**src/hdl/muldiv_pkg.sv**
```systemverilog
//**********************************************************
// Multiply/divide unit shared definitions
// Operand and tag widths, RV64M operation codes and the
// iteration counts of the two engines
//**********************************************************
package muldiv_pkg;

    localparam int xlen  = 64;
    localparam int tag_w = 4;

    // Codes follow the RISC-V funct3 field so bit 2 marks the divide class
    typedef enum logic [2:0] {
        op_mul    = 3'b000,
        op_mulh   = 3'b001,
        op_mulhsu = 3'b010,
        op_mulhu  = 3'b011,
        op_div    = 3'b100,
        op_divu   = 3'b101,
        op_rem    = 3'b110,
        op_remu   = 3'b111
    } muldiv_op_e;

    localparam int div_steps = xlen;                 // One quotient bit per step
    localparam int mul_steps = xlen / 2;             // Two multiplier bits per step
    localparam int div_cnt_w = $clog2(div_steps);
    localparam int mul_cnt_w = $clog2(mul_steps);
    localparam int mul_acc_w = 2 * xlen + 2;         // Room for the signed multiples

endpackage

```
**src/hdl/muldiv_req_if.sv**
```systemverilog
//**********************************************************
// Request channel from the unit top level to one engine
//**********************************************************
`timescale 1ns/10ps

interface muldiv_req_if;
    logic                         valid;
    logic                         ready;
    muldiv_pkg::muldiv_op_e       op;
    logic [muldiv_pkg::xlen-1:0]  a;
    logic [muldiv_pkg::xlen-1:0]  b;
    logic [muldiv_pkg::tag_w-1:0] tag;

    modport source (output valid, output op, output a, output b, output tag, input ready);
    modport engine (input valid, input op, input a, input b, input tag, output ready);
endinterface

```
**src/hdl/muldiv_result_if.sv**
```systemverilog
//**********************************************************
// Tagged result channel from one engine to the arbiter
//**********************************************************
`timescale 1ns/10ps

interface muldiv_result_if;
    logic                         valid;
    logic                         ready;
    logic [muldiv_pkg::xlen-1:0]  data;
    logic [muldiv_pkg::tag_w-1:0] tag;

    modport engine  (output valid, output data, output tag, input ready);
    modport arbiter (input valid, input data, input tag, output ready);
endinterface

```
**src/hdl/serial_divider.sv**
```systemverilog
//**********************************************************
// Radix-2 restoring divider for DIV, DIVU, REM and REMU
// Divides absolute values one bit per cycle, fixes signs at
// the end and short-cuts division by zero and overflow
//**********************************************************
`timescale 1ns/10ps

module serial_divider (
    input  logic            clk,
    input  logic            rst_n,
    input  logic            flush,
    muldiv_req_if.engine    req,
    muldiv_result_if.engine res
);

    logic                                 load_q;
    logic                                 run_q;
    logic                                 fix_q;
    logic                                 done_q;
    logic [muldiv_pkg::div_cnt_w-1:0]     cnt_q;
    logic [2*muldiv_pkg::xlen-1:0]        part_q;      // Remainder over dividend and quotient
    logic [muldiv_pkg::xlen-1:0]          dvsr_q;
    logic [muldiv_pkg::xlen-1:0]          dividend_q;
    logic                                 neg_a_q;
    logic                                 neg_b_q;
    logic                                 is_rem_q;
    logic [muldiv_pkg::tag_w-1:0]         tag_q;
    logic [muldiv_pkg::xlen-1:0]          data_q;

    logic                                 accept;
    logic                                 a_neg;
    logic                                 b_neg;
    logic [muldiv_pkg::xlen-1:0]          a_abs;
    logic [muldiv_pkg::xlen-1:0]          b_abs;
    logic [muldiv_pkg::xlen+1:0]          diff;
    logic                                 borrow;
    logic                                 last_step;
    logic                                 div0;
    logic                                 ovf;
    logic                                 special;
    logic [muldiv_pkg::xlen-1:0]          quot_fix;
    logic [muldiv_pkg::xlen-1:0]          rem_fix;
    logic [muldiv_pkg::xlen-1:0]          result;

    assign req.ready = ~(load_q | run_q | fix_q | done_q);   // Idle only
    assign accept    = req.valid & req.ready;

    assign a_neg = ~req.op[0] & req.a[muldiv_pkg::xlen-1];    // Signed forms have bit 0 clear
    assign b_neg = ~req.op[0] & req.b[muldiv_pkg::xlen-1];
    assign a_abs = a_neg ? -req.a : req.a;
    assign b_abs = b_neg ? -req.b : req.b;

    // Trial subtraction of the divisor from the shifted upper remainder
    assign diff   = {1'b0, part_q[2*muldiv_pkg::xlen-1:muldiv_pkg::xlen-1]} - {2'b00, dvsr_q};
    assign borrow = diff[muldiv_pkg::xlen+1];

    assign last_step = (cnt_q == muldiv_pkg::div_cnt_w'(muldiv_pkg::div_steps - 1));

    assign div0    = (dvsr_q == '0);
    assign ovf     = neg_a_q & neg_b_q & (dvsr_q == {{(muldiv_pkg::xlen-1){1'b0}}, 1'b1})
                   & (dividend_q == {1'b1, {(muldiv_pkg::xlen-1){1'b0}}});
    assign special = div0 | ovf;

    assign quot_fix = (neg_a_q ^ neg_b_q) ? -part_q[muldiv_pkg::xlen-1:0]
                                          : part_q[muldiv_pkg::xlen-1:0];
    assign rem_fix  = neg_a_q ? -part_q[2*muldiv_pkg::xlen-1:muldiv_pkg::xlen]
                              : part_q[2*muldiv_pkg::xlen-1:muldiv_pkg::xlen];

    always_comb begin
        if (div0) begin
            result = is_rem_q ? dividend_q : '1;
        end else if (ovf) begin
            result = is_rem_q ? '0 : dividend_q;
        end else begin
            result = is_rem_q ? rem_fix : quot_fix;
        end
    end

    always_ff @(posedge clk or negedge rst_n) begin
        if (!rst_n) begin
            load_q <= 1'b0;
            run_q  <= 1'b0;
            fix_q  <= 1'b0;
            done_q <= 1'b0;
            cnt_q  <= '0;
        end else if (flush) begin
            load_q <= 1'b0;
            run_q  <= 1'b0;
            fix_q  <= 1'b0;
            done_q <= 1'b0;
            cnt_q  <= '0;
        end else begin
            load_q <= accept;
            run_q  <= (load_q & ~special) | (run_q & ~last_step);
            fix_q  <= (load_q & special) | (run_q & last_step);   // Special cases skip the steps
            done_q <= fix_q | (done_q & ~res.ready);
            cnt_q  <= run_q ? cnt_q + 1'b1 : '0;
        end
    end

    always_ff @(posedge clk) begin
        if (accept) begin
            part_q     <= {{muldiv_pkg::xlen{1'b0}}, a_abs};
            dvsr_q     <= b_abs;
            dividend_q <= req.a;
            neg_a_q    <= a_neg;
            neg_b_q    <= b_neg;
            is_rem_q   <= req.op[1];
            tag_q      <= req.tag;
        end else if (run_q) begin
            if (borrow) begin
                part_q <= {part_q[2*muldiv_pkg::xlen-2:0], 1'b0};
            end else begin
                part_q <= {diff[muldiv_pkg::xlen-1:0], part_q[muldiv_pkg::xlen-2:0], 1'b1};
            end
        end
        if (fix_q) begin
            data_q <= result;
        end
    end

    assign res.valid = done_q;
    assign res.data  = data_q;
    assign res.tag   = tag_q;

endmodule

```
**src/hdl/shift_add_multiplier.sv**
```systemverilog
//**********************************************************
// Shift-add multiplier for MUL, MULH, MULHSU and MULHU
// Retires two multiplier bits per cycle into a wide
// accumulator and returns the low or high product word
//**********************************************************
`timescale 1ns/10ps

module shift_add_multiplier (
    input  logic            clk,
    input  logic            rst_n,
    input  logic            flush,
    muldiv_req_if.engine    req,
    muldiv_result_if.engine res
);

    logic                             load_q;
    logic                             run_q;
    logic                             fin_q;
    logic                             done_q;
    logic [muldiv_pkg::mul_cnt_w-1:0] cnt_q;
    logic [muldiv_pkg::mul_acc_w-1:0] mcand_q;
    logic [muldiv_pkg::mul_acc_w-1:0] m3_q;           // Three times the multiplicand
    logic [muldiv_pkg::mul_acc_w-1:0] acc_q;
    logic [muldiv_pkg::xlen-1:0]      mplr_q;
    logic                             b_signed_q;
    logic                             hi_q;
    logic [muldiv_pkg::tag_w-1:0]     tag_q;
    logic [muldiv_pkg::xlen-1:0]      data_q;

    logic                             accept;
    logic                             a_sext;
    logic                             last_step;
    logic                             top_neg;
    logic [muldiv_pkg::mul_acc_w-1:0] m2;
    logic [muldiv_pkg::mul_acc_w-1:0] addend;

    assign req.ready = ~(load_q | run_q | fin_q | done_q);
    assign accept    = req.valid & req.ready;
    assign a_sext    = (req.op == muldiv_pkg::op_mulh) | (req.op == muldiv_pkg::op_mulhsu);

    assign last_step = (cnt_q == muldiv_pkg::mul_cnt_w'(muldiv_pkg::mul_steps - 1));
    assign top_neg   = b_signed_q & last_step;   // Top pair of a signed b carries negative weight
    assign m2        = {mcand_q[muldiv_pkg::mul_acc_w-2:0], 1'b0};

    always_comb begin
        case (mplr_q[1:0])
            2'b00:   addend = '0;
            2'b01:   addend = mcand_q;
            2'b10:   addend = top_neg ? -m2 : m2;
            default: addend = top_neg ? -mcand_q : m3_q;
        endcase
    end

    always_ff @(posedge clk or negedge rst_n) begin
        if (!rst_n) begin
            load_q <= 1'b0;
            run_q  <= 1'b0;
            fin_q  <= 1'b0;
            done_q <= 1'b0;
            cnt_q  <= '0;
        end else if (flush) begin
            load_q <= 1'b0;
            run_q  <= 1'b0;
            fin_q  <= 1'b0;
            done_q <= 1'b0;
            cnt_q  <= '0;
        end else begin
            load_q <= accept;
            run_q  <= load_q | (run_q & ~last_step);
            fin_q  <= run_q & last_step;
            done_q <= fin_q | (done_q & ~res.ready);
            cnt_q  <= run_q ? cnt_q + 1'b1 : '0;
        end
    end

    always_ff @(posedge clk) begin
        if (accept) begin
            mcand_q    <= {{(muldiv_pkg::xlen+2){a_sext & req.a[muldiv_pkg::xlen-1]}}, req.a};
            mplr_q     <= req.b;
            b_signed_q <= (req.op == muldiv_pkg::op_mulh);
            hi_q       <= (req.op != muldiv_pkg::op_mul);
            tag_q      <= req.tag;
        end else if (load_q) begin
            m3_q  <= mcand_q + m2;
            acc_q <= '0;
        end else if (run_q) begin
            acc_q   <= acc_q + addend;
            mcand_q <= {mcand_q[muldiv_pkg::mul_acc_w-3:0], 2'b00};
            m3_q    <= {m3_q[muldiv_pkg::mul_acc_w-3:0], 2'b00};
            mplr_q  <= {2'b00, mplr_q[muldiv_pkg::xlen-1:2]};
        end
        if (fin_q) begin
            data_q <= hi_q ? acc_q[2*muldiv_pkg::xlen-1:muldiv_pkg::xlen]
                           : acc_q[muldiv_pkg::xlen-1:0];
        end
    end

    assign res.valid = done_q;
    assign res.data  = data_q;
    assign res.tag   = tag_q;

endmodule

```
**src/hdl/result_arbiter.sv**
```systemverilog
//**********************************************************
// Round-robin arbiter for the shared response bus
// Locks the grant while a granted result is back-pressured
//**********************************************************
`timescale 1ns/10ps

module result_arbiter (
    input  logic                         clk,
    input  logic                         rst_n,
    muldiv_result_if.arbiter             mul_res,
    muldiv_result_if.arbiter             div_res,
    output logic                         resp_valid,
    input  logic                         resp_ready,
    output logic [muldiv_pkg::xlen-1:0]  resp_data,
    output logic [muldiv_pkg::tag_w-1:0] resp_tag
);

    logic last_q;       // High when the divider won the last transfer
    logic lock_q;
    logic lock_sel_q;
    logic sel_free;
    logic sel;          // High selects the divider

    assign sel_free = (mul_res.valid & div_res.valid) ? ~last_q : div_res.valid;
    assign sel      = lock_q ? lock_sel_q : sel_free;

    assign resp_valid    = sel ? div_res.valid : mul_res.valid;
    assign resp_data     = sel ? div_res.data : mul_res.data;
    assign resp_tag      = sel ? div_res.tag : mul_res.tag;
    assign div_res.ready = sel & resp_ready;
    assign mul_res.ready = ~sel & resp_ready;

    always_ff @(posedge clk or negedge rst_n) begin
        if (!rst_n) begin
            last_q     <= 1'b0;
            lock_q     <= 1'b0;
            lock_sel_q <= 1'b0;
        end else if (resp_valid && resp_ready) begin
            last_q <= sel;
            lock_q <= 1'b0;
        end else if (resp_valid) begin
            lock_q     <= 1'b1;
            lock_sel_q <= sel;
        end else begin
            lock_q <= 1'b0;   // A flushed engine releases the lock
        end
    end

endmodule

```
**src/hdl/muldiv_unit.sv**
```systemverilog
//**********************************************************
// RV64M multiply/divide unit top level
// Steers requests to the multiplier or divider by operation
// class and merges their results on one response bus
//**********************************************************
`timescale 1ns/10ps

module muldiv_unit (
    input  logic                         clk,
    input  logic                         rst_n,
    input  logic                         flush,
    input  logic                         req_valid,
    output logic                         req_ready,
    input  muldiv_pkg::muldiv_op_e       req_op,
    input  logic [muldiv_pkg::xlen-1:0]  req_a,
    input  logic [muldiv_pkg::xlen-1:0]  req_b,
    input  logic [muldiv_pkg::tag_w-1:0] req_tag,
    output logic                         resp_valid,
    input  logic                         resp_ready,
    output logic [muldiv_pkg::xlen-1:0]  resp_data,
    output logic [muldiv_pkg::tag_w-1:0] resp_tag
);

    logic is_div;

    muldiv_req_if    mul_req ();
    muldiv_req_if    div_req ();
    muldiv_result_if mul_res ();
    muldiv_result_if div_res ();

    assign is_div = req_op[2];   // Divide class sits in the upper half of the codes

    assign mul_req.valid = req_valid & ~is_div;
    assign mul_req.op    = req_op;
    assign mul_req.a     = req_a;
    assign mul_req.b     = req_b;
    assign mul_req.tag   = req_tag;

    assign div_req.valid = req_valid & is_div;
    assign div_req.op    = req_op;
    assign div_req.a     = req_a;
    assign div_req.b     = req_b;
    assign div_req.tag   = req_tag;

    assign req_ready = is_div ? div_req.ready : mul_req.ready;

    shift_add_multiplier mul_i (
        .clk   (clk),
        .rst_n (rst_n),
        .flush (flush),
        .req   (mul_req),
        .res   (mul_res)
    );

    serial_divider div_i (
        .clk   (clk),
        .rst_n (rst_n),
        .flush (flush),
        .req   (div_req),
        .res   (div_res)
    );

    result_arbiter arb_i (
        .clk        (clk),
        .rst_n      (rst_n),
        .mul_res    (mul_res),
        .div_res    (div_res),
        .resp_valid (resp_valid),
        .resp_ready (resp_ready),
        .resp_data  (resp_data),
        .resp_tag   (resp_tag)
    );

endmodule

```
**config.mk**
```make
export PLATFORM = sky130hd
export DESIGN_NAME = muldiv_unit
export DESIGN_NICKNAME = d
export VERILOG_FILES = /design/src/hdl/muldiv_pkg.sv /design/src/hdl/muldiv_req_if.sv /design/src/hdl/muldiv_result_if.sv /design/src/hdl/serial_divider.sv /design/src/hdl/shift_add_multiplier.sv /design/src/hdl/result_arbiter.sv /design/src/hdl/muldiv_unit.sv
export SDC_FILE = /design/constraint.sdc
export NUM_CORES = 2
export LEC_CHECK = 0
export BUFFER_PORTS_ARGS = -buffer_cell sky130_fd_sc_hd__buf_4
export CORE_MARGIN = 3
export CORE_UTILIZATION = 50
export CTS_CLUSTER_DIAMETER = 200
export DETAILED_ROUTE_END_ITERATION = 16
export HOLD_SLACK_MARGIN = 0.08
export PLACE_DENSITY_LB_ADDON = 0.2
export SYNTH_ARGS = -nofsm -noshare
export SYNTH_HDL_FRONTEND = slang
export SYNTH_HIERARCHICAL = 1
export SYNTH_SLANG_ARGS = --single-unit
```
**constraint.sdc**
```tcl
create_clock -name clk -period 15.5 [get_ports clk]
set_input_delay 1.55 -clock clk [delete_from_list [all_inputs] [get_ports clk]]
set_output_delay 1.55 -clock clk [all_outputs]
set_load 0.005 [all_outputs]
```
==> results.sh <==
export IMPL_hold_path_class="flip-flop to flip-flop"
export IMPL_port_buffers=209
export IMPL_core_um2=138000
export IMPL_tritoncts="done"
export IMPL_synth_area_leaders="edfxtp_1, ha_1, xnor2_1, nand2_1, o21ai_0"
export IMPL_ys_seq_elements=867
export IMPL_cts_made_buffers=104
export IMPL_grt_pass1_wl_um=385000
export IMPL_drv_slew=0
export IMPL_insertion_delay_ns=0.74
export IMPL_ir_drop_uv=101
export IMPL_cp_arrival_ns=8.94
export IMPL_async_reset_ff_share_pct=2.54
export IMPL_yosysSeqAreaShare_pct=36.3
export IMPL_netlist_area_um2=69600
export IMPL_final_cell_area_um2=75900
export IMPL_cellPowerDensity_nw_per_um2=121
export IMPL_hold_buffers=0
export IMPL_syn_inst=7999
export IMPL_synthToLayoutAreaGrowth_pct=9.12
export IMPL_grt_pass1_vias=58600
export IMPL_fmax_mhz=118
export IMPL_drtIter0Drc=9016
export IMPL_fp_dieW_um=379
export IMPL_post_cts_buffers=0
export IMPL_routedWlPerCell_um=27.0
export IMPL_finalClockSkew_ns=0.0319
export IMPL_max_stage_delay_ns=1.19
export IMPL_critPathTopFamily="simple AND/OR/NAND/NOR gates"
export IMPL_antenna_found_initial=31
export IMPL_initial_core_util_pct=50.5
export IMPL_clk_path_buf_depth=3
export IMPL_fp_row_count=136
export IMPL_htree_levels=3
export IMPL_crit_slowest_cell="nor4_2"
export IMPL_setup_tns_ns=0
export IMPL_synth_area_leader_cell="edfxtp_1"
export IMPL_cap_violations=0
export IMPL_grt_ovfl_total=0
export IMPL_dr_pass1_iters=6
export IMPL_crit_path_max_fanout=7
export IMPL_dp_hpwl_um=207000
export IMPL_crit_required_ns=15.97
export IMPL_grt_max_degree=136
export IMPL_startpoint_type="flip-flop"
export IMPL_relSlewSlack_pct=12.8
export IMPL_syn_num_nets=8593
export IMPL_postRouteAntennaNets=0
export IMPL_drive_gt1_share_pct=9.72
export IMPL_synth_cell_types=104
export IMPL_die_area_um2=144000
export IMPL_setup_viol=0
export IMPL_synth_flop_cell="edfxtp_1"
export IMPL_status="finished, final reports clean"
export IMPL_cts_sinks=867
export IMPL_cp_num_buf_inv=1
export IMPL_max_slew_worst_pin_slew_ns=1.30
export IMPL_p_leak_nw=29.3
export IMPL_grtUsageTotal_pct=35.6
export IMPL_die_y_um=379
export IMPL_synth_edf_count=781
export IMPL_placedInstanceArea_um2=72300
export IMPL_cts_resized=0
export IMPL_synth_top_area_share_pct=33.7
export IMPL_fin_crit_sh_pct=54.7
export IMPL_fillers=12700
export IMPL_drt_wl_total_um=266000
export IMPL_num_nets_final=8530
export IMPL_rsz0062_at_grt="no"
export IMPL_path_clk_slew_ns=0.07
export IMPL_ys_warn_count=6
export IMPL_num_vias=64600
export IMPL_period_minus_slack_ns=8.47
export IMPL_hold_viol=0
export IMPL_crit_top_cell="o21ai_0"
export IMPL_vias_per_cell=6.56
export IMPL_path_class="flip-flop to flip-flop"
export IMPL_clockRootBuffer="clkbuf_16"
export IMPL_drcViolationCount=0
export IMPL_io_pins=210
export IMPL_end_kind="flip-flop"
export IMPL_place_gp_congestion=1.03
export IMPL_avgSynthCellArea_um2=8.70
[stage by stage]
stage	worst slack [ns]	std cells	utilization (%)	total power [W]	hold WS [ns]
2_1_floorplan	1.38	7999	-	0.00546	0.433
4_1_cts	7.50	9818	55.0	0.00910	0.465
3_3_place_gp	7.53	9624	52.4	0.00644	0.445
3_5_place_dp	7.51	9624	52.4	0.00646	0.458
6_report	7.03	9839	55.1	0.00917	0.465
5_1_grt	6.88	9829	55.1	0.00958	0.478
[Yosys cell counts (all sizes together) (66+ instances only)]
master	count
nand2	1076
edfxtp	781
o21ai	687
a21oi	654
nor2	634
xnor2	482
ha	451
clkbuf	401
inv	328
mux2	256
xor2	242
nand4	186
a21o	179
nor3	132
nand3	99
o31ai	92
o211ai	84
nor4	82
o21bai	82
a22oi	81
o22ai	66
[area by class of cell]
class | count | area (µm²) | area share, %
Clock inverter | 68 | 808 | 1.06
Antenna cell | 21 | 52.6 | 0.0692
Tap cell | 1794 | 2240 | 2.96
Clock buffer | 126 | 2790 | 3.67
Timing Repair Buffer | 275 | 2080 | 2.74
Sequential cell | 867 | 25300 | 33.3
Inverter | 330 | 1250 | 1.65
Multi-Input combinational cell | 6358 | 41400 | 54.5
[final timing paths]
check | startpoint | endpoint | slack [ns] | depth (start not counted)
worst min register to register | div_i/cnt_q[0] | div_i/cnt_q[0] | 0.46 | 1
worst min-delay path | div_i/cnt_q[0] | div_i/cnt_q[0] | 0.46 | 1
worst max-delay path | mul_i/mcand_q[4] | mul_i/acc_q[118] | 7.03 | 25
max in group asynchronous | rst_n | mul_i/fin_q | 14.31 | 1
worst max register to register | mul_i/mcand_q[4] | mul_i/acc_q[118] | 7.03 | 25
min in group asynchronous | rst_n | mul_i/res.valid | 0.79 | 1
[kinds of logic (layout without fill, tap and decap cells)]
kind of cell	Yosys count	after routing	synth area share, %
other	0	21	0
muxes	283	283	4.54
DFF	867	867	36.3
adders and majority gates	454	454	8.20
and+or+nand+nor	2562	2562	16.7
xor gates and xnor gates	724	724	9.12
buffers and inverters	774	799	4.27
AOI/OAI and AO/OA	2335	2335	20.8
[registers in the layout, indices dropped and copies added, names as in the netlist, 4 cells and up]
| signal | cells |
|---|---|
| mul_i/cnt_q | 5 |
| div_i/dividend_q | 64 |
| div_i/dvsr_q | 64 |
| mul_i/res.tag | 4 |
| div_i/part_q | 128 |
| div_i/res.tag | 4 |
| mul_i/m3_q | 128 |
| mul_i/acc_q | 128 |
| mul_i/mcand_q | 128 |
| mul_i/mplr_q | 64 |
| div_i/cnt_q | 6 |
| mul_i/res.data | 64 |
| div_i/res.data | 64 |
[where the power goes]
part           total, W  internal, W  switching [W]
registers       0.00319      0.00288       0.000309
clock network   0.00262      0.00155        0.00108
logic           0.00335      0.00123        0.00212
[per-layer routing]
| layer | global-route usage, % | routed length, µm |
|---|---|---|
| met1 | 53.2 | 115000 |
| met2 | 50.2 | 108000 |
| met3 | 8.21 | 32300 |
| met4 | 12.1 | 10300 |
| met5 | 0 | 24 |
[placed cells by master, fill, tap and decap left out, types with 131 or more instances in the layout]
| cell | synthesis | final |
|---|---|---|
| nor2_1 | 634 | 630 |
| ha_1 | 451 | 450 |
| buf_4 | 0 | 274 |
| nor3_1 | 131 | 131 |
| xnor2_1 | 482 | 482 |
| edfxtp_1 | 781 | 781 |
| inv_1 | 327 | 324 |
| o21ai_0 | 672 | 671 |
| nand2_1 | 1076 | 1071 |
| mux2_2 | 249 | 249 |
| nand4_1 | 186 | 186 |
| a21o_1 | 179 | 179 |
| xor2_1 | 242 | 242 |
| a21oi_1 | 652 | 652 |
(Power assumes the default switching activity.)
